**config.mk**
```make
export PLATFORM = sky130hd
export DESIGN_NAME = dsp_pio_top
export DESIGN_NICKNAME = d
export VERILOG_FILES = /design/src/logic/dsp_pio_pkg.sv /design/src/logic/pio_regfile.sv /design/src/logic/pio_bus_port.sv /design/src/logic/pio_irq_unit.sv /design/src/logic/dsp_pio_top.sv
export SDC_FILE = /design/constraint.sdc
export NUM_CORES = 1
export LEC_CHECK = 0
export ABC_AREA = 1
export BUFFER_PORTS_ARGS = -buffer_cell sky130_fd_sc_hd__buf_2
export CAP_MARGIN = 20
export CORE_MARGIN = 8
export CORE_UTILIZATION = 40
export DETAILED_ROUTE_END_ITERATION = 6
export GPL_TIMING_DRIVEN = 0
export HOLD_SLACK_MARGIN = 0.03
export MAX_ROUTING_LAYER = met4
export PLACE_DENSITY = 0.7
export SLEW_MARGIN = 20
export SYNTH_ARGS = -nofsm -noshare
export SYNTH_HDL_FRONTEND = slang
export SYNTH_SLANG_ARGS = --single-unit
```
**constraint.sdc**
```tcl
create_clock -name clk -period 3.87 [get_ports clk]
set_clock_uncertainty 0.1 [all_clocks]
set_input_delay 0.1935 -clock clk [delete_from_list [all_inputs] [get_ports clk]]
set_output_delay 0.1935 -clock clk [all_outputs]
set_load 0.02 [all_outputs]
```
**src/logic/dsp_pio_pkg.sv**
```systemverilog
// shared definitions for the parallel I/O unit of the DSP core
// word type, register address codes and the control-register layout
// every RTL file refers to these by scoped name
package dsp_pio_pkg;

    // data path width of the core
    localparam int pio_w = 16;

    typedef logic [pio_w-1:0] pio_word_t;

    // register select as carried on the CPU r_field
    // code 3 is not assigned and behaves as data register 1
    typedef enum logic [1:0] {
        pioc_addr = 2'd0,
        pdx0_addr = 2'd1,
        pdx1_addr = 2'd2
    } pio_addr_e;

    // control word, msb first
    typedef struct packed {
        // mirrors status bit 4 on a read
        logic       stat_copy;
        // strobe length, low time is stlen+1 enabled clocks
        logic [1:0] stlen;
        logic       po_mode;
        logic       pi_mode;
        // serial-code mode, stored only
        logic       scmode;
        // bit 4 write-empty, bit 3 read-full, bit 0 external request
        logic [4:0] ien;
        // live status, merged in on reads
        logic [4:0] status;
    } pioc_fields_t;

    // raw view for loads and reads, field view for decoding
    typedef union packed {
        pio_word_t    raw;
        pioc_fields_t f;
    } pioc_word_u;

    // both strobes active, shortest strobe, interrupts off
    localparam pioc_fields_t pioc_reset = '{
        stat_copy: 1'b0,
        stlen:     2'd0,
        po_mode:   1'b1,
        pi_mode:   1'b1,
        scmode:    1'b0,
        ien:       5'd0,
        status:    5'd0
    };

endpackage

```
**src/logic/pio_regfile.sv**
```systemverilog
// CPU side of the parallel I/O unit
// decodes register loads and reads, holds the control register
// and builds the word returned on the CPU read port
`timescale 1ns/1ns

module pio_regfile (
    input  logic                   clk,
    input  logic                   rst,
    input  logic                   cen,
    input  logic                   pio_imm_load,
    input  logic                   pio_ram_load,
    input  logic                   pio_acc_load,
    input  logic                   pdx_read,
    input  logic [1:0]             r_field,
    input  dsp_pio_pkg::pio_word_t long_imm,
    input  dsp_pio_pkg::pio_word_t ram_dout,
    input  dsp_pio_pkg::pio_word_t acc_dout,
    input  dsp_pio_pkg::pio_word_t pdx0_data,
    input  dsp_pio_pkg::pio_word_t pdx1_data,
    input  logic [4:0]             status_bits,
    output logic                   port_write,
    output logic                   port_read,
    output logic                   port_sel,
    output dsp_pio_pkg::pio_word_t port_wdata,
    output logic [1:0]             stlen,
    output logic                   ien_irq,
    output logic                   ien_siowr,
    output logic                   ien_siord,
    output dsp_pio_pkg::pio_word_t pio_dout
);

    dsp_pio_pkg::pio_addr_e  addr;
    dsp_pio_pkg::pioc_word_u pioc;
    dsp_pio_pkg::pioc_word_u imm_u;
    dsp_pio_pkg::pioc_word_u rd_u;
    logic                    any_load;
    logic                    is_pioc;
    logic                    ctrl_load;

    assign addr    = dsp_pio_pkg::pio_addr_e'(r_field);
    assign is_pioc = (addr == dsp_pio_pkg::pioc_addr);
    assign imm_u   = long_imm;

    // source priority: immediate, then RAM, then accumulator
    assign any_load   = pio_imm_load | pio_ram_load | pio_acc_load;
    assign port_wdata = pio_imm_load ? long_imm :
                        pio_ram_load ? ram_dout : acc_dout;

    // data register accesses go to the bus port as one-cycle pulses
    assign ctrl_load  = any_load & is_pioc;
    assign port_write = any_load & ~is_pioc;
    assign port_read  = pdx_read & ~is_pioc;
    // register 0 selects 0, anything else selects register 1
    assign port_sel   = (addr != dsp_pio_pkg::pdx0_addr);

    // control register, fields always come from the immediate bus
    always_ff @(posedge clk or posedge rst) begin
        if (rst) begin
            pioc.f <= dsp_pio_pkg::pioc_reset;
        end else if (cen && ctrl_load) begin
            pioc.f.stlen   <= imm_u.f.stlen;
            pioc.f.po_mode <= imm_u.f.po_mode;
            pioc.f.pi_mode <= imm_u.f.pi_mode;
            pioc.f.scmode  <= imm_u.f.scmode;
            pioc.f.ien     <= imm_u.f.ien;
        end
    end

    // decoded controls for the other two blocks
    assign stlen     = pioc.f.stlen;
    assign ien_irq   = pioc.f.ien[0];
    assign ien_siord = pioc.f.ien[3];
    assign ien_siowr = pioc.f.ien[4];

    // control read: stored fields, live status, top bit copies status msb
    always_comb begin
        rd_u             = pioc;
        rd_u.f.status    = status_bits;
        rd_u.f.stat_copy = status_bits[4];
    end

    always_comb begin
        case (addr)
            dsp_pio_pkg::pioc_addr: pio_dout = rd_u.raw;
            dsp_pio_pkg::pdx0_addr: pio_dout = pdx0_data;
            default:                pio_dout = pdx1_data;
        endcase
    end

endmodule

```
**src/logic/pio_bus_port.sv**
```systemverilog
// external parallel bus in active mode
// a write drives the output word and pulses pods_n, a read pulses
// pids_n and captures pbus_in into the data register picked by psel
`timescale 1ns/1ns

module pio_bus_port (
    input  logic                   clk,
    input  logic                   rst,
    input  logic                   cen,
    input  logic                   port_write,
    input  logic                   port_read,
    input  logic                   port_sel,
    input  dsp_pio_pkg::pio_word_t port_wdata,
    input  logic [1:0]             stlen,
    input  dsp_pio_pkg::pio_word_t pbus_in,
    output dsp_pio_pkg::pio_word_t pbus_out,
    output logic                   pods_n,
    output logic                   pids_n,
    output logic                   psel,
    output dsp_pio_pkg::pio_word_t pdx0_data,
    output dsp_pio_pkg::pio_word_t pdx1_data
);

    logic [3:0] pocnt;
    logic [3:0] picnt;
    logic [3:0] ststart;
    logic       in_last;

    // start pattern holds stlen+1 zeros at the bottom
    // shifting in ones from the top releases the strobe
    assign ststart = 4'he << stlen;

    assign pods_n = pocnt[0];
    assign pids_n = picnt[0];

    // last low cycle of the input strobe
    assign in_last = ~picnt[0] & picnt[1];

    // strobe counters, a new access restarts the count
    always_ff @(posedge clk or posedge rst) begin
        if (rst) begin
            pocnt <= 4'hf;
            picnt <= 4'hf;
        end else if (cen) begin
            pocnt <= port_write ? ststart : {1'b1, pocnt[3:1]};
            picnt <= port_read ? ststart : {1'b1, picnt[3:1]};
        end
    end

    // output word and peripheral select
    always_ff @(posedge clk or posedge rst) begin
        if (rst) begin
            pbus_out <= '0;
            psel     <= 1'b0;
        end else if (cen) begin
            if (port_write || port_read) begin
                psel <= port_sel;
            end
            if (port_write) begin
                pbus_out <= port_wdata;
            end
        end
    end

    // input capture as the strobe ends
    always_ff @(posedge clk or posedge rst) begin
        if (rst) begin
            pdx0_data <= '0;
            pdx1_data <= '0;
        end else if (cen && in_last) begin
            if (psel) begin
                pdx1_data <= pbus_in;
            end else begin
                pdx0_data <= pbus_in;
            end
        end
    end

endmodule

```
**src/logic/pio_irq_unit.sv**
```systemverilog
// interrupt latch of the parallel I/O unit
// sets on a rising edge of any enabled source, clears after the
// falling edge of iack, and reports the live status bits
`timescale 1ns/1ns

module pio_irq_unit (
    input  logic       clk,
    input  logic       rst,
    input  logic       cen,
    input  logic       irq,
    input  logic       siord_full,
    input  logic       siowr_empty,
    input  logic       iack,
    input  logic       ien_irq,
    input  logic       ien_siowr,
    input  logic       ien_siord,
    output logic       irq_latch,
    output logic [4:0] status_bits
);

    logic irq_masked;
    logic last_irq;
    logic last_siord;
    logic last_siowr;
    logic last_iack;
    logic iack_fall;
    logic irq_rise;
    logic siord_rise;
    logic siowr_rise;
    logic set_latch;

    // external request is gated before edge detection
    assign irq_masked = irq & ien_irq;

    assign iack_fall  = ~iack & last_iack;
    assign irq_rise   = irq_masked & ~last_irq;
    assign siord_rise = siord_full & ~last_siord;
    assign siowr_rise = siowr_empty & ~last_siowr;

    // serial flags are masked after detection
    assign set_latch = irq_rise | (siord_rise & ien_siord) | (siowr_rise & ien_siowr);

    always_ff @(posedge clk or posedge rst) begin
        if (rst) begin
            last_irq   <= 1'b0;
            last_siord <= 1'b0;
            last_siowr <= 1'b0;
            last_iack  <= 1'b0;
            irq_latch  <= 1'b0;
        end else if (cen) begin
            last_iack  <= iack;
            // acknowledge forgets the request, a held line fires again
            last_irq   <= irq_masked & ~iack_fall;
            last_siord <= siord_full;
            last_siowr <= siowr_empty;
            // new edge wins over the clear
            if (set_latch) begin
                irq_latch <= 1'b1;
            end else if (iack_fall) begin
                irq_latch <= 1'b0;
            end
        end
    end

    // write-empty, read-full, two zeros, masked request
    assign status_bits = {siowr_empty, siord_full, 2'b00, irq_masked};

endmodule

```
**src/logic/dsp_pio_top.sv**
```systemverilog
// parallel I/O unit of the 16-bit DSP core, active mode only
// the register file decodes CPU accesses, the bus port drives the pins
// and the interrupt unit raises irq_latch
`timescale 1ns/1ns

module dsp_pio_top (
    input  logic                   clk,
    input  logic                   rst,
    input  logic                   cen,
    input  dsp_pio_pkg::pio_word_t pbus_in,
    output dsp_pio_pkg::pio_word_t pbus_out,
    output logic                   pods_n,
    output logic                   pids_n,
    output logic                   psel,
    input  logic                   irq,
    input  logic                   pdx_read,
    input  logic                   pio_imm_load,
    input  logic                   pio_ram_load,
    input  logic                   pio_acc_load,
    input  logic [1:0]             r_field,
    output dsp_pio_pkg::pio_word_t pio_dout,
    input  dsp_pio_pkg::pio_word_t long_imm,
    input  dsp_pio_pkg::pio_word_t ram_dout,
    input  dsp_pio_pkg::pio_word_t acc_dout,
    input  logic                   siord_full,
    input  logic                   siowr_empty,
    input  logic                   iack,
    output logic                   irq_latch
);

    // register file to bus port
    logic                   port_write;
    logic                   port_read;
    logic                   port_sel;
    dsp_pio_pkg::pio_word_t port_wdata;
    logic [1:0]             stlen;
    // register file to interrupt unit
    logic                   ien_irq;
    logic                   ien_siowr;
    logic                   ien_siord;
    // back to the read mux
    dsp_pio_pkg::pio_word_t pdx0_data;
    dsp_pio_pkg::pio_word_t pdx1_data;
    logic [4:0]             status_bits;

    pio_regfile u_regfile (
        .clk          (clk),
        .rst          (rst),
        .cen          (cen),
        .pio_imm_load (pio_imm_load),
        .pio_ram_load (pio_ram_load),
        .pio_acc_load (pio_acc_load),
        .pdx_read     (pdx_read),
        .r_field      (r_field),
        .long_imm     (long_imm),
        .ram_dout     (ram_dout),
        .acc_dout     (acc_dout),
        .pdx0_data    (pdx0_data),
        .pdx1_data    (pdx1_data),
        .status_bits  (status_bits),
        .port_write   (port_write),
        .port_read    (port_read),
        .port_sel     (port_sel),
        .port_wdata   (port_wdata),
        .stlen        (stlen),
        .ien_irq      (ien_irq),
        .ien_siowr    (ien_siowr),
        .ien_siord    (ien_siord),
        .pio_dout     (pio_dout)
    );

    pio_bus_port u_bus_port (
        .clk        (clk),
        .rst        (rst),
        .cen        (cen),
        .port_write (port_write),
        .port_read  (port_read),
        .port_sel   (port_sel),
        .port_wdata (port_wdata),
        .stlen      (stlen),
        .pbus_in    (pbus_in),
        .pbus_out   (pbus_out),
        .pods_n     (pods_n),
        .pids_n     (pids_n),
        .psel       (psel),
        .pdx0_data  (pdx0_data),
        .pdx1_data  (pdx1_data)
    );

    pio_irq_unit u_irq_unit (
        .clk         (clk),
        .rst         (rst),
        .cen         (cen),
        .irq         (irq),
        .siord_full  (siord_full),
        .siowr_empty (siowr_empty),
        .iack        (iack),
        .ien_irq     (ien_irq),
        .ien_siowr   (ien_siowr),
        .ien_siord   (ien_siord),
        .irq_latch   (irq_latch),
        .status_bits (status_bits)
    );

endmodule

```
Word-level counts from Yosys, hierarchy flattened
Cells that the tools add are included.

Register bits: 72. Input port bits: 77. Output and inout bits: 36. Word-level logic and storage cells: 56.

Eq/ne operators: 2. Shift-type cells: 1. Muxes and demuxes: 7. Bitwise gates (word level): 24. Reduce and logical (&&, ||, !) cells: 10.

Operators by type and width (number): 2-to-1 mux 16 bit (2); one-hot mux 16 bit (2 select lines) (1); AND 1 bit (12); AND reduction 2 bit (5); 2-to-1 mux 4 bit (2); NOT 1 bit (8); OR 1 bit (4); left shift 4 x 2 -> 4 bit, first input constant (1); == test 2 x 1 -> 1 bit, second input constant (1); logical AND 1 bit (2); zero test 2 bit (1); 2-to-1 mux 1 bit (2); inequality test 2 x 1 -> 1 bit, second input constant (1); nonzero test 2 bit (1); logical OR 1 bit (1).

Longest topological paths before layout
Gate-level depths: netlist of the first run.

Depth after elaboration: 7. Gate-level depth with buffers: 8. Depth with buffers taken out: 6.

By module
Synthesis of the first run repeated with hierarchy kept, for this count alone.

Cells, all modules: 489. Area total of the unflattened synthesis: 3826.2 µm².

By module, submodules not included: pio_bus_port (instances 1, cells each 255, area each 2309.7 µm², seq. area each 1436.4 µm²); pio_regfile (instances 1, cells each 198, area each 1236.2 µm², seq. area each 252.7 µm²); pio_irq_unit (instances 1, cells each 36, area each 280.3 µm², seq. area each 125.1 µm²).

Least setup slack after synthesis of the first run
Ideal clock, no wire load.

Kind: reg2reg. Start: register u_bus_port.psel. End: register u_bus_port.pdx1_data[6]. Setup time: 0.126 ns. Arrival: 1.072 ns. Data required time: 3.644 ns. Slack: 2.572 ns. Cell stages (with the launch flop): 5. Path buffers: 1. Period minus slack after synthesis: 1.298 ns. Cell sequence: dfrtp_1 -> inv_2 -> nor3_4 -> buf_2 -> o21ai_0.

Cells in the longest elaborated chain, start to end: 1.

Ends and longest elaborated chain: from (decl) (line pio_bus_port.sv:19) `output logic psel,`; from (signal assigned) (line pio_bus_port.sv:57) `psel <= port_sel;`; AND reduction 2 bit (no line); to (signal assigned) (line pio_bus_port.sv:72) `pdx1_data <= pbus_in;`; to (decl) (line pio_bus_port.sv:21) `output dsp_pio_pkg::pio_word_t pdx1_data`.

Every way passes these cells. A chain may end at the register's enable or synchronous reset.

Worst setup path after layout of the first run
Start: input port r_field[1]. End: output port pio_dout[12].

Cells in the longest elaborated chain, start to end: 2. Elaborated cells between the ends (all ways): 3. Classes of those cells: eq/ne: 1; mux: 1; reduce/logical: 1.

Ends and longest elaborated chain: from (decl) (line dsp_pio_top.sv:20) `input logic [1:0] r_field,`; == test 2 x 1 -> 1 bit / zero test 2 bit (equally long branches) (line pio_regfile.sv:83) `case (addr)`; one-hot mux 16 bit (2 select lines) * (line pio_regfile.sv:83); to (decl) (line dsp_pio_top.sv:21) `output dsp_pio_pkg::pio_word_t pio_dout,`.

Every way passes the cells marked *; elsewhere a longest branch is shown, timed or not.

==> results of run 1 <==
-- cell type report --
| cell class | count | area [um^2] |
|---|---|---|
| fillers | 879 | 4187 |
| flip-flops and latches | 72 | 1814 |
| multi-input cells | 335 | 1484 |
| repair buffers | 139 | 858.3 |
| inverters | 62 | 237.7 |
| plain buffers | 22 | 147.6 |
| clock buffers | 11 | 141.4 |
| well taps | 111 | 138.9 |
| clock inverters | 5 | 56.30 |
-- layer usage --
metal	vias to the layer above	global-route usage
met2	137	0.2936
met1	1685	0.2193
met5	-	-
li1	1824	-
met4	0	0.05396
met3	13	0.05411
-- worst max path at each step --
stage	cells after the start	to	slack, ns
2_1_floorplan	1	u_bus_port.pbus_out[0]	1.77
3_3_place_gp	2	u_bus_port.pdx1_data[14]	0.88
3_5_place_dp	8	pio_dout[12]	2.23
4_1_cts	8	pio_dout[12]	2.23
5_1_grt	8	pio_dout[3]	2.11
6_report	8	pio_dout[12]	2.21
-- flip-flops by register name, summed over array words and instances (netlist names), 2 cells and up --
signal / flops
u_bus_port.pbus_out: 16
u_bus_port.pdx1_data: 16
u_regfile.stlen: 2
u_bus_port.pdx0_data: 16
u_bus_port.pocnt: 4
u_bus_port.picnt: 4
u_regfile.pioc: 5
-- placed cells by master (no fill, tap or decap), types with 5 or more instances in the layout --
master / n
nand2_1: 224
dfstp_2: 10
buf_4: 5
buf_2: 117
nand2_2: 5
o211ai_1: 7
dlygate4sd3_1: 28
o21ai_0: 47
dfrtp_1: 62
nor2_1: 6
clkbuf_1: 6
inv_1: 57
buf_6: 5
nand3_1: 26
clkbuf_8: 10
-- logic make-up (layout without fill, tap and decap cells) --
logic type             count (synthesis)  in the layout  synth area share
AOI/OAI and AO/OA                     66             66            0.1013
and+or+nand+nor                      269            269            0.3018
DFF                                   72             72            0.4929
buffers and inverters                 84            239            0.1040
-- per-stage QoR --
step	hold slack [ns]	util	total power (W)	std cells	setup WS [ns]
6_report	0.03404	0.5382	0.002337	757	2.210
5_1_grt	0.04182	0.5382	0.002488	757	2.111
4_1_cts	0.03274	0.5382	0.002357	757	2.226
3_5_place_dp	0.04311	0.4854	0.001724	713	2.229
3_3_place_gp	0.3196	0.4821	0.001698	712	0.8773
2_1_floorplan	0.2024	-	0.001477	491	1.768
-- power by group through the flow --
stage,clock network [W],registers (W),logic [W]
2_1_floorplan,0,0.00108,0.000394
3_3_place_gp,0,0.00106,0.000636
3_5_place_dp,0,0.00107,0.000656
4_1_cts,0.000620,0.00106,0.000681
5_1_grt,0.000658,0.00108,0.000752
6_report,0.000606,0.00106,0.000674
-- critical path: stages --
cell,delay [ns]
buf_2,0.15
inv_1,0.14
nand2_1,0.14
inv_1,0.20
buf_6,0.18
nand2_1,0.06
o211ai_1,0.10
buf_2,0.21
-- what timing repair did --
| item | in CTS | in global routing |
|---|---|---|
| hold endpoints to repair | 104 | 0 |
| hold buffers | 28 | 0 |
| endpoints found under the setup margin | 0 | 0 |
==> impl_metrics.prom, run 1 <==
# TYPE chip_impl_metric gauge
chip_impl_info{name="run_status",value="finished clean"} 1
chip_impl_metric{name="post_drt_via_cell_ratio",unit=""} 4.834
chip_impl_metric{name="cts-buffers-inserted",unit=""} 9
chip_impl_metric{name="initialDrtViolationCount",unit=""} 223
chip_impl_metric{name="cts_htree_levels",unit=""} 3
chip_impl_metric{name="core",unit="mm^2"} 0.009065
chip_impl_metric{name="netlist_instances",unit=""} 491
chip_impl_metric{name="whs_path_depth",unit=""} 3
chip_impl_metric{name="power.switching_fraction",unit=""} 0.3467
chip_impl_metric{name="wire_length_of_the_first_global_routing_pass",unit="um"} 18200
chip_impl_metric{name="timing.slew.headroom",unit=""} 0.6530
chip_impl_metric{name="critical_path_arrival",unit="ns"} 1.37
chip_impl_metric{name="finalInstanceArea",unit="mm^2"} 0.004878
chip_impl_metric{name="cellLeakagePower",unit="nW"} 2.721
chip_impl_metric{name="boundaryPins",unit=""} 113
chip_impl_metric{name="slew_viol_final",unit=""} 0
chip_impl_metric{name="clk_latency",unit="ns"} 0.35
chip_impl_metric{name="die_area",unit="mm^2"} 0.01253
chip_impl_metric{name="peakVddDrop",unit="uV"} 259.2
chip_impl_info{name="holdCritPathClass",value="in2reg"} 1
chip_impl_info{name="synth_top_area_cell",value="dfrtp_1"} 1
chip_impl_metric{name="clockPowerShare",unit=""} 0.259
chip_impl_info{name="regToRegEndpoint",value="u_bus_port.pdx1_data[7]"} 1
chip_impl_metric{name="tightest_slew",unit="ns"} 0.5206
chip_impl_metric{name="setup_viol",unit=""} 0
chip_impl_info{name="min_delay_src",value="long_imm[8]"} 1
chip_impl_metric{name="synth.yosys.seq_area_share",unit=""} 0.4929
chip_impl_metric{name="power.sequential.fraction",unit=""} 0.452
chip_impl_metric{name="largest_net_degree_at_the_start_of_global_routing",unit=""} 59
chip_impl_metric{name="internal_power",unit="W"} 0.001527
chip_impl_metric{name="clock_sink_count",unit=""} 72
chip_impl_metric{name="postSynthNetCount",unit=""} 568
chip_impl_metric{name="antenna_left",unit=""} 0
chip_impl_metric{name="io_buffer_count",unit=""} 110
chip_impl_metric{name="cts.repair_timing.setup_buffer_count",unit=""} 0
chip_impl_metric{name="worst-r2r-setup-slack",unit="ns"} 2.39
chip_impl_metric{name="postSynthRegisterBits",unit=""} 72
chip_impl_metric{name="drt_drc_violations_left",unit=""} 0
chip_impl_info{name="tritoncts",value="done"} 1
chip_impl_info{name="worst_setup_path_startpoint",value="r_field[1]"} 1
chip_impl_metric{name="final_hpwl_from_detailed_placement",unit="um"} 8214
chip_impl_metric{name="switchingPower",unit="W"} 0.0008102
chip_impl_info{name="ys_top_cells_by_area",value="dfrtp_1 42%, nand2_1 23%, dfstp_2 7.1%"} 1
chip_impl_info{name="top_layer_used",value="met4"} 1
chip_impl_metric{name="wirelength_routed",unit="um"} 10830
chip_impl_metric{name="post-synth-top-area-fraction",unit=""} 0.4215
chip_impl_info{name="critical_path_endpoint_category",value="primary output"} 1
chip_impl_metric{name="maxCapViolCount",unit=""} 0
chip_impl_info{name="synth_commonest_cells",value="224 x nand2_1, 62 x dfrtp_1, 58 x inv_1, 47 x o21ai_0, 26 x nand3_1"} 1
chip_impl_metric{name="flow.area_growth_from_synthesis",unit="%"} 32.53
chip_impl_metric{name="post_drt_wl_per_cell",unit="um"} 14.31
chip_impl_metric{name="yosysWarnings",unit=""} 0
chip_impl_metric{name="dr.pass1.iters",unit=""} 5
chip_impl_metric{name="synth_edf_count",unit=""} 0
chip_impl_info{name="cp-start-kind",value="input port"} 1
chip_impl_metric{name="route.vias.total",unit=""} 3659
chip_impl_metric{name="initial_core_util",unit=""} 0.4061
chip_impl_metric{name="wl_met2",unit="um"} 4888
chip_impl_info{name="ctsRootBufferMaster",value="clkbuf_8"} 1
chip_impl_metric{name="worstPathRequired",unit="ns"} 3.58
chip_impl_info{name="worst_hold_path.endpoint",value="u_regfile.ien_siord"} 1
chip_impl_metric{name="antenna_violations_before_repair",unit=""} 0
chip_impl_metric{name="wl_met1",unit="um"} 5063
chip_impl_metric{name="fp-row-count",unit=""} 35
chip_impl_metric{name="synth-async-reset-ratio",unit=""} 1.000
chip_impl_info{name="setup_repair_after_global_routing_missed_its_margin",value="no"} 1
chip_impl_metric{name="globalRouteTotalUtil",unit=""} 0.1833
chip_impl_metric{name="grt_overflow_total",unit=""} 0
chip_impl_metric{name="yosysUniqueCellTypes",unit=""} 27
chip_impl_metric{name="routabilityCongestion",unit=""} 0.8398
chip_impl_metric{name="final_nets",unit=""} 718
chip_impl_metric{name="via_count_of_the_first_global_routing_pass",unit=""} 3874
chip_impl_metric{name="maxClockFrequency",unit="MHz"} 602.5
chip_impl_metric{name="final_worst_path_cycle_share",unit=""} 0.4289
chip_impl_info{name="synth_top_flop_cell",value="dfrtp_1"} 1
chip_impl_metric{name="path_depth_of_the_worst_reg2reg_path",unit=""} 4
chip_impl_metric{name="finalCriticalPeriod",unit="ns"} 1.660
chip_impl_metric{name="cts_resized",unit=""} 0
chip_impl_metric{name="power.density_cell_area",unit="mW/mm^2"} 479.0
chip_impl_metric{name="fp.dieW",unit="um"} 111.9
chip_impl_metric{name="clockBufferDepth",unit=""} 2
chip_impl_metric{name="worstPathMaxFanout",unit=""} 10
chip_impl_metric{name="dpl-instance-area",unit="mm^2"} 0.004400
chip_impl_metric{name="diodes",unit=""} 0
chip_impl_metric{name="cts_clk_pin_slew_worst_paths",unit="ns"} 0.08
chip_impl_metric{name="syn_area_per_cell",unit="um^2"} 7.497
chip_impl_info{name="critical_path.reg2reg.startpoint",value="u_bus_port.picnt[1]"} 1
chip_impl_metric{name="final_hold_viol_count",unit=""} 0
chip_impl_metric{name="power.share.combinational",unit=""} 0.288
chip_impl_metric{name="syn-cell-area",unit="mm^2"} 0.003681
chip_impl_metric{name="die_height",unit="um"} 111.9
chip_impl_info{name="yosys.cell_count.top_type",value="nand2_1"} 1
chip_impl_metric{name="drive_gt1_frac",unit=""} 0.2616
chip_impl_metric{name="fin_tns_setup",unit="ns"} 0
chip_impl_info{name="timing_worst_setup_path_type",value="in2out"} 1
chip_impl_metric{name="met3_routed_length",unit="um"} 756
Note: power is estimated with default switching activity, not from simulation.
==> inputs of run 2 (changes only) <==
Settings changed: ABC_AREA 1 to 0.
Clock period 3.87 ns to 1.56 ns, I/O delays scaled along.
==> run 2 against run 1 <==
  * First-iteration DRC count shrank 70%
  * Wire length fell by 8.1%
  * Largest power group unchanged
  * Design area increased by 3.0%
  * Hold slack better by 0.020 ns
  * Core utilization grew 4.9 points
  * Critical path depth shrank 4
  * Sequential cell count stayed put
  * Cell count down 24%
  * Power grew to 2.8 times the previous value
  * Combinational power rose to 3.1 times the previous value
  * Area after synthesis fell by 5.6%
==> impl_metrics.prom, run 2 <==
# TYPE chip_impl_metric gauge
chip_impl_info{name="critical_path_endpoint_category",value="flip-flop"} 1
chip_impl_info{name="worst_hold_path.endpoint",value="u_bus_port.pocnt[2]"} 1
chip_impl_metric{name="post_drt_via_cell_ratio",unit=""} 5.026
chip_impl_info{name="synth_top_flop_cell",value="dfrtp_1"} 1
chip_impl_metric{name="maxCapViolCount",unit=""} 0
chip_impl_metric{name="route.vias.total",unit=""} 2890
chip_impl_info{name="reg_top3",value="u_bus_port.pbus_out (16), u_bus_port.pdx0_data (16), u_bus_port.pdx1_data (16)"} 1
chip_impl_metric{name="critical_path_arrival",unit="ns"} 1.68
chip_impl_metric{name="whs",unit="ns"} 0.05356
chip_impl_metric{name="die_area",unit="mm^2"} 0.01192
chip_impl_metric{name="final_hold_viol_count",unit=""} 0
chip_impl_metric{name="clockBufferDepth",unit=""} 2
chip_impl_metric{name="final_worst_path_cycle_share",unit=""} 0.9992
chip_impl_metric{name="timing.slew.headroom",unit=""} 0.4646
chip_impl_metric{name="postSynthNetCount",unit=""} 368
chip_impl_metric{name="initial_core_util",unit=""} 0.4062
chip_impl_metric{name="peakVddDrop",unit="uV"} 599.6
chip_impl_metric{name="worstPathMaxFanout",unit=""} 5
chip_impl_metric{name="yosysUniqueCellTypes",unit=""} 29
chip_impl_metric{name="die_height",unit="um"} 109.2
chip_impl_metric{name="wirelength_routed",unit="um"} 9957
chip_impl_info{name="timing_worst_setup_path_type",value="reg2reg"} 1
chip_impl_metric{name="final_nets",unit=""} 539
chip_impl_metric{name="synth.yosys.seq_area_share",unit=""} 0.5223
chip_impl_metric{name="cts_clk_pin_slew_worst_paths",unit="ns"} 0.07
chip_impl_metric{name="flow.area_growth_from_synthesis",unit="%"} 44.63
chip_impl_info{name="synth_commonest_cells",value="64 x mux2_2, 62 x dfrtp_1, 36 x nand2_1, 35 x o21ai_0, 30 x mux2i_1"} 1
chip_impl_metric{name="finalNonFillerCells",unit=""} 575
chip_impl_metric{name="global_routing_usage_on_met3",unit=""} 0.03664
chip_impl_metric{name="cts-buffers-inserted",unit=""} 9
chip_impl_metric{name="fill_cells",unit=""} 710
chip_impl_info{name="run_status",value="finished clean"} 1
chip_impl_metric{name="via_count_of_the_first_global_routing_pass",unit=""} 3288
chip_impl_metric{name="routabilityCongestion",unit=""} 0.7567
chip_impl_metric{name="fp-row-count",unit=""} 34
chip_impl_metric{name="globalRouteTotalUtil",unit=""} 0.1760
chip_impl_metric{name="setup_slack",unit="ns"} 0.001231
chip_impl_metric{name="whs_path_depth",unit=""} 3
chip_impl_metric{name="worst-r2r-setup-slack",unit="ns"} 0.001
chip_impl_metric{name="synth-async-reset-ratio",unit=""} 1.000
chip_impl_info{name="tritoncts",value="done"} 1
chip_impl_info{name="critical_path.reg2reg.startpoint",value="u_bus_port.picnt[1]"} 1
chip_impl_metric{name="initialDrtViolationCount",unit=""} 66
chip_impl_metric{name="postSynthRegisterBits",unit=""} 72
chip_impl_metric{name="post_drt_wl_per_cell",unit="um"} 17.32
chip_impl_info{name="synth_top_area_cell",value="dfrtp_1"} 1
chip_impl_metric{name="netlist_instances",unit=""} 291
chip_impl_metric{name="maxClockFrequency",unit="MHz"} 641.5
chip_impl_info{name="ys_top_cells_by_area",value="dfrtp_1 45%, mux2_2 21%, mux2i_1 8.6%"} 1
chip_impl_metric{name="grt_overflow_total",unit=""} 0
chip_impl_metric{name="antenna_left",unit=""} 0
chip_impl_metric{name="antenna_violations_before_repair",unit=""} 0
chip_impl_info{name="final_common_cell",value="buf_2"} 1
chip_impl_metric{name="fp.dieW",unit="um"} 109.2
chip_impl_metric{name="drt_drc_violations_left",unit=""} 0
chip_impl_info{name="min_delay_src",value="cen"} 1
chip_impl_metric{name="syn_area_per_cell",unit="um^2"} 11.94
chip_impl_metric{name="clock_sink_count",unit=""} 72
chip_impl_metric{name="dr.pass1.iters",unit=""} 4
chip_impl_metric{name="use_met1",unit=""} 0.2143
chip_impl_metric{name="worstPathRequired",unit="ns"} 1.68
chip_impl_metric{name="post-synth-top-area-fraction",unit=""} 0.4467
chip_impl_metric{name="dp_cells",unit=""} 510
chip_impl_metric{name="final_hpwl_from_detailed_placement",unit="um"} 7152
chip_impl_info{name="regToRegEndpoint",value="u_bus_port.pdx0_data[5]"} 1
chip_impl_metric{name="setup_viol",unit=""} 0
chip_impl_metric{name="diodes",unit=""} 0
chip_impl_metric{name="finalCriticalPeriod",unit="ns"} 1.559
chip_impl_metric{name="io_buffer_count",unit=""} 109
chip_impl_metric{name="tightest_slew",unit="ns"} 0.7988
chip_impl_info{name="cp-start-kind",value="flip-flop"} 1
chip_impl_metric{name="largest_net_degree_at_the_start_of_global_routing",unit=""} 33
chip_impl_metric{name="path_depth_of_the_worst_reg2reg_path",unit=""} 4
chip_impl_metric{name="syn-cell-area",unit="mm^2"} 0.003473
chip_impl_metric{name="wire_length_of_the_first_global_routing_pass",unit="um"} 15930
chip_impl_metric{name="slew_viol_final",unit=""} 0
chip_impl_metric{name="boundaryPins",unit=""} 113
chip_impl_info{name="yosys.cell_count.top_type",value="mux2_2"} 1
chip_impl_info{name="holdCritPathClass",value="in2reg"} 1
chip_impl_metric{name="layout.core_utilization",unit=""} 0.5875
chip_impl_metric{name="cellLeakagePower",unit="nW"} 2.426
chip_impl_metric{name="globalRouteMet2Util",unit=""} 0.2864
chip_impl_metric{name="clk_latency",unit="ns"} 0.34
chip_impl_info{name="grt_most_used_layer",value="met2"} 1
chip_impl_info{name="ctsRootBufferMaster",value="clkbuf_8"} 1
chip_impl_info{name="setup_repair_after_global_routing_missed_its_margin",value="yes"} 1
chip_impl_metric{name="cts_htree_levels",unit=""} 3
chip_impl_metric{name="drive_gt1_frac",unit=""} 0.4925
chip_impl_metric{name="yosysWarnings",unit=""} 0
chip_impl_metric{name="synth_edf_count",unit=""} 0
chip_impl_metric{name="dpl_worst_slack",unit="ns"} -0.2995
chip_impl_info{name="most-common-layout-cells",value="111 x buf_2, 60 x dfrtp_1, 39 x mux2_2, 37 x dlygate4sd3_1"} 1
chip_impl_metric{name="fin_tns_setup",unit="ns"} 0
chip_impl_metric{name="power.density_cell_area",unit="mW/mm^2"} 1306
chip_impl_metric{name="core",unit="mm^2"} 0.008551
==> run 2: cell count changes in the layout (fill, tap and decap cells not counted), sizes merged, moves of 5 or more <==
| cell | previous run | this run |
|---|---|---|
| inv | 62 | 5 |
| o21ai | 49 | 35 |
| mux2 | 0 | 64 |
| nand2 | 230 | 36 |
| dlygate4sd3 | 28 | 37 |
| nand3 | 27 | 6 |
| nor2 | 9 | 4 |
| mux2i | 0 | 30 |
| o211ai | 7 | 1 |
==> run 2: metal layers <==
| metal | up-vias | routed length (um) |
|---|---|---|
| met5 | - | 0 |
| met4 | 0 | 83 |
| met3 | 9 | 498 |
| met2 | 92 | 4913 |
| met1 | 1408 | 4461 |
| li1 | 1381 | - |
==> run 2: worst max-delay path, stage by stage (launching register included) <==
cell     delay, ns
dfstp_2       0.54
nor4b_4       0.20
buf_6         0.17
buf_6         0.14
mux2_4        0.30
==> run 2: worst max-delay path by stage <==
stage	end	from	cells after the start	slack, ns
floorplan	u_bus_port.pdx0_data[0]	u_bus_port.psel	3	-0.11
CTS	u_bus_port.pdx0_data[5]	u_bus_port.picnt[1]	4	-0.004
global route	u_bus_port.pdx0_data[5]	u_bus_port.picnt[1]	4	-0.04
global placement	u_bus_port.pdx0_data[7]	u_bus_port.picnt[1]	3	-0.31
detailed placement	u_bus_port.pdx0_data[6]	u_bus_port.picnt[1]	3	-0.30
finish	u_bus_port.pdx0_data[5]	u_bus_port.picnt[1]	4	0.001
==> run 2: repair_timing <==
action	4_1_cts	5_1_grt
hold buffers	37	0
hold endpoints to repair	95	0
gates cloned	1	1
resized for setup	11	19
pin swaps	2	1
endpoints found under the setup margin	35	36
buffers inserted	6	4
==> run 2: area by class of cell <==
| class | count | area (um^2) | area share |
|---|---|---|---|
| clock buffer | 11 | 141.4 | 0.02814 |
| inverter | 6 | 26.28 | 0.005230 |
| clock inverter | 5 | 81.33 | 0.01619 |
| buffer | 17 | 108.9 | 0.02167 |
| tap | 108 | 135.1 | 0.02690 |
| multi-input combinational | 196 | 1643 | 0.3270 |
| timing repair buffer | 160 | 1071 | 0.2132 |
| sequential | 72 | 1817 | 0.3616 |
==> run 2: through the flow <==
step	area [um^2]	total power [W]
floorplan	3526	0.004026
global placement	4207	0.004559
detailed placement	4247	0.004658
CTS	4926	0.006469
global route	5024	0.006900
finish	5024	0.006562
==> run 2: cell families after synthesis <==
family / share of synthesized area
muxes: 0.2939
DFF: 0.5223
and+or+nand+nor: 0.07169
AOI/OAI and AO/OA: 0.07962
buffers and inverters: 0.03242
==> run 2: where the power goes <==
| group | switching (W) | leakage (nW) | total, W | internal [W] |
|---|---|---|---|---|
| Sequential | 0.000342 | 0.838 | 0.00281 | 0.00247 |
| Clock | 0.000695 | 0.110 | 0.00164 | 0.000945 |
| Combinational | 0.000962 | 1.48 | 0.00211 | 0.00115 |
==> inputs of run 3 (changes only) <==
Settings changed: CELL_PAD_IN_SITES_DETAIL_PLACEMENT set to 0, CELL_PAD_IN_SITES_GLOBAL_PLACEMENT set to 1, CORE_UTILIZATION 40 to 39, PLACE_DENSITY 0.7 to 0.84.
==> run 3 against run 2 <==
  * The flow now finishes with violations (negative setup slack)
  * Hold slack got worse by 0.0035 ns
  * Die area rose by 2.2%
  * Clock-buffer cell count did not move
  * Non-clock buffer count fell by 3
  * Wire length rose by 0.78%
  * Fmax fell by 0.61%
  * Sequential cell count did not move
  * Global-route usage rose by 0.056 points
==> impl_metrics.prom, run 3 (same netlist as run 2, synthesis figures left out) <==
# TYPE chip_impl_metric gauge
chip_impl_metric{name="combined_area_of_the_multi_input_logic_cells",unit="mm^2"} 0.001653
chip_impl_metric{name="path_depth_of_the_worst_reg2reg_path",unit=""} 4
chip_impl_metric{name="cts-buffers-inserted",unit=""} 9
chip_impl_info{name="cp-start-kind",value="flip-flop"} 1
chip_impl_metric{name="cpPeakStageDelay",unit="ns"} 0.54
chip_impl_metric{name="flow.area_growth_from_synthesis",unit="%"} 43.88
chip_impl_metric{name="io_buffer_count",unit=""} 109
chip_impl_metric{name="final_hold_viol_count",unit=""} 0
chip_impl_metric{name="cts_clk_pin_slew_worst_paths",unit="ns"} 0.08
chip_impl_metric{name="clock_sink_count",unit=""} 72
chip_impl_metric{name="fp.dieW",unit="um"} 110.4
chip_impl_info{name="reg_top3",value="u_bus_port.pbus_out (16), u_bus_port.pdx0_data (16), u_bus_port.pdx1_data (16)"} 1
chip_impl_metric{name="drt_drc_violations_left",unit=""} 0
chip_impl_metric{name="worst-r2r-setup-slack",unit="ns"} -0.008
chip_impl_metric{name="wire_length_of_the_first_global_routing_pass",unit="um"} 16220
chip_impl_metric{name="peakVddDrop",unit="uV"} 592.6
chip_impl_metric{name="post_drt_wl_per_cell",unit="um"} 17.54
chip_impl_metric{name="clockPowerShare",unit=""} 0.235
chip_impl_info{name="most-common-layout-cells",value="109 x buf_2, 61 x dfrtp_1, 38 x dlygate4sd3_1, 37 x mux2_2, 35 x nand2_1"} 1
chip_impl_info{name="ctsRootBufferMaster",value="clkbuf_8"} 1
chip_impl_metric{name="boundaryPins",unit=""} 113
chip_impl_metric{name="post_drt_via_cell_ratio",unit=""} 5.037
chip_impl_metric{name="core",unit="mm^2"} 0.008678
chip_impl_metric{name="maxCapViolCount",unit=""} 0
chip_impl_metric{name="antenna_violations_before_repair",unit=""} 0
chip_impl_metric{name="setup_viol",unit=""} 7
chip_impl_info{name="holdCritPathClass",value="in2reg"} 1
chip_impl_metric{name="power.density_cell_area",unit="mW/mm^2"} 1293
chip_impl_metric{name="initial_core_util",unit=""} 0.4002
chip_impl_metric{name="die_height",unit="um"} 110.4
chip_impl_info{name="setup_repair_after_global_routing_missed_its_margin",value="yes"} 1
chip_impl_metric{name="final_hpwl_from_detailed_placement",unit="um"} 7327
chip_impl_metric{name="fp-row-count",unit=""} 34
chip_impl_metric{name="power.sequential.fraction",unit=""} 0.435
chip_impl_info{name="endpoint",value="u_bus_port.pdx0_data[1]"} 1
chip_impl_info{name="violated_checks",value="negative setup slack"} 1
chip_impl_metric{name="via_count_of_the_first_global_routing_pass",unit=""} 3279
chip_impl_metric{name="die_area",unit="mm^2"} 0.01218
chip_impl_metric{name="dpl-instance-area",unit="mm^2"} 0.004254
chip_impl_metric{name="switchingPower",unit="W"} 0.002011
chip_impl_metric{name="worstPathRequired",unit="ns"} 1.69
chip_impl_metric{name="diodes",unit=""} 0
chip_impl_info{name="timing_worst_setup_path_type",value="reg2reg"} 1
chip_impl_metric{name="initialDrtViolationCount",unit=""} 55
chip_impl_metric{name="clockBufferDepth",unit=""} 2
chip_impl_metric{name="cellLeakagePower",unit="nW"} 2.412
chip_impl_metric{name="cts_htree_levels",unit=""} 3
chip_impl_metric{name="grt_overflow_total",unit=""} 0
chip_impl_info{name="worst_setup_path_startpoint",value="u_bus_port.picnt[1]"} 1
chip_impl_metric{name="critical_path_arrival",unit="ns"} 1.70
chip_impl_metric{name="fill_cells",unit=""} 762
chip_impl_metric{name="wirelength_routed",unit="um"} 10040
chip_impl_info{name="critical_path.reg2reg.startpoint",value="u_bus_port.picnt[1]"} 1
chip_impl_metric{name="tightest_slew",unit="ns"} 0.8433
chip_impl_metric{name="drive_gt1_frac",unit=""} 0.4892
chip_impl_metric{name="clk_latency",unit="ns"} 0.34
chip_impl_metric{name="dr.pass1.iters",unit=""} 4
chip_impl_metric{name="worstPathMaxFanout",unit=""} 5
chip_impl_metric{name="internal_power",unit="W"} 0.004451
chip_impl_metric{name="layout.core_utilization",unit=""} 0.5758
chip_impl_info{name="tritoncts",value="done"} 1
chip_impl_metric{name="antenna_left",unit=""} 0
chip_impl_metric{name="finalInstanceArea",unit="mm^2"} 0.004997
chip_impl_metric{name="routabilityCongestion",unit=""} 0.7295
chip_impl_metric{name="power.share.combinational",unit=""} 0.330
chip_impl_info{name="regToRegEndpoint",value="u_bus_port.pdx0_data[1]"} 1
chip_impl_info{name="run_status",value="finished, violations left"} 1
chip_impl_metric{name="maxClockFrequency",unit="MHz"} 637.6
chip_impl_metric{name="dpl_worst_slack",unit="ns"} -0.3299
chip_impl_metric{name="globalRouteTotalUtil",unit=""} 0.1765
chip_impl_metric{name="power.switching_fraction",unit=""} 0.3112
chip_impl_metric{name="timing.slew.headroom",unit=""} 0.4347
chip_impl_info{name="critical_path_endpoint_category",value="flip-flop"} 1
chip_impl_info{name="crit_path_cell_trace",value="nor4b_4 > buf_4 > buf_6 > mux2_4"} 1
chip_impl_metric{name="largest_net_degree_at_the_start_of_global_routing",unit=""} 33
chip_impl_metric{name="final_worst_path_cycle_share",unit=""} 1.005
chip_impl_metric{name="whs",unit="ns"} 0.05009
chip_impl_metric{name="slew_viol_final",unit=""} 0
chip_impl_metric{name="setup_slack",unit="ns"} -0.008293
chip_impl_info{name="final_common_cell",value="buf_2"} 1
chip_impl_metric{name="final_nets",unit=""} 536
chip_impl_metric{name="route.vias.total",unit=""} 2881
chip_impl_metric{name="finalCriticalPeriod",unit="ns"} 1.568
chip_impl_metric{name="sequential_cell_area",unit="mm^2"} 0.001815
chip_impl_info{name="cpMaxStageDelayCell",value="dfstp_2"} 1
==> run 3: changes by cell type in the layout (fill, tap and decap cells not counted), sizes merged <==
cell         before  now
buf             131  127
clkinvlp          2    3
dlygate4sd3      37   38
bufinv            2    1
==> run 3: worst min-delay path by stage <==
stage / slack [ns] / start / endpoint / depth (start not counted)
2_1_floorplan: 0.12 / cen / u_bus_port.picnt[3] / 2
3_3_place_gp: 0.22 / pbus_in[5] / u_bus_port.pdx1_data[5] / 2
3_5_place_dp: 0.08 / rst / u_bus_port.pbus_out[13] / 2
4_1_cts: 0.03 / r_field[1] / u_bus_port.psel / 2
5_1_grt: 0.06 / pdx_read / u_bus_port.psel / 3
6_report: 0.05 / pdx_read / u_bus_port.psel / 3
==> run 3: through the flow <==
stage / total power, W / TNS (ns) / std cells
2_1_floorplan: 0.004026 / -1.496 / 291
3_3_place_gp: 0.004568 / -8.150 / 508
3_5_place_dp: 0.004677 / -8.582 / 510
4_1_cts: 0.006391 / -0.1001 / 572
5_1_grt: 0.006832 / -0.9456 / 572
6_report: 0.006462 / -0.02501 / 572
==> run 3: layout make-up <==
type,count,share of cell area
plain buffers,17,0.02103
clock buffers,11,0.03030
clock inverters,5,0.01102
inverters,6,0.005258
multi-input cells,196,0.3307
flip-flops and latches,72,0.3633
well taps,108,0.02704
repair buffers,157,0.2113
==> run 3: power by group through the flow <==
stage	Combinational (W)	Clock (W)	Sequential [W]
3_5_place_dp	0.00186	0	0.00282
6_report	0.00213	0.00152	0.00281
2_1_floorplan	0.00117	0	0.00285
5_1_grt	0.00232	0.00164	0.00287
4_1_cts	0.00205	0.00155	0.00279
3_3_place_gp	0.00179	0	0.00278
==> run 3: worst max-delay path, delay by kind of cell (launching register included) <==
kind,cells,cell delay (ns)
multiplexers,1,0.30
AND/OR/NAND/NOR,1,0.18
flip-flops,1,0.54
buffers and inverters,2,0.34
==> run 3: what timing repair did <==
item | 4_1_cts | 5_1_grt
hold endpoints to repair | 86 | 0
endpoints found under the setup margin | 35 | 39
buffers inserted | 7 | 0
hold buffers | 38 | 0
pin swaps | 2 | 0
gates resized for setup | 13 | 19
cloned | 1 | 0
==> run 3: metal layers <==
| metal | wire length (um) | vias up | part of all wire | track usage |
|---|---|---|---|---|
| met1 | 4665 | 1424 | 0.46 | 0.2190 |
| met2 | 4770 | 84 | 0.48 | 0.2809 |
| met4 | 91 | 0 | 0.0091 | 0.05423 |
| met5 | 0 | - | 0 | - |
| met3 | 507 | 10 | 0.051 | 0.04012 |
| li1 | - | 1363 | - | - |
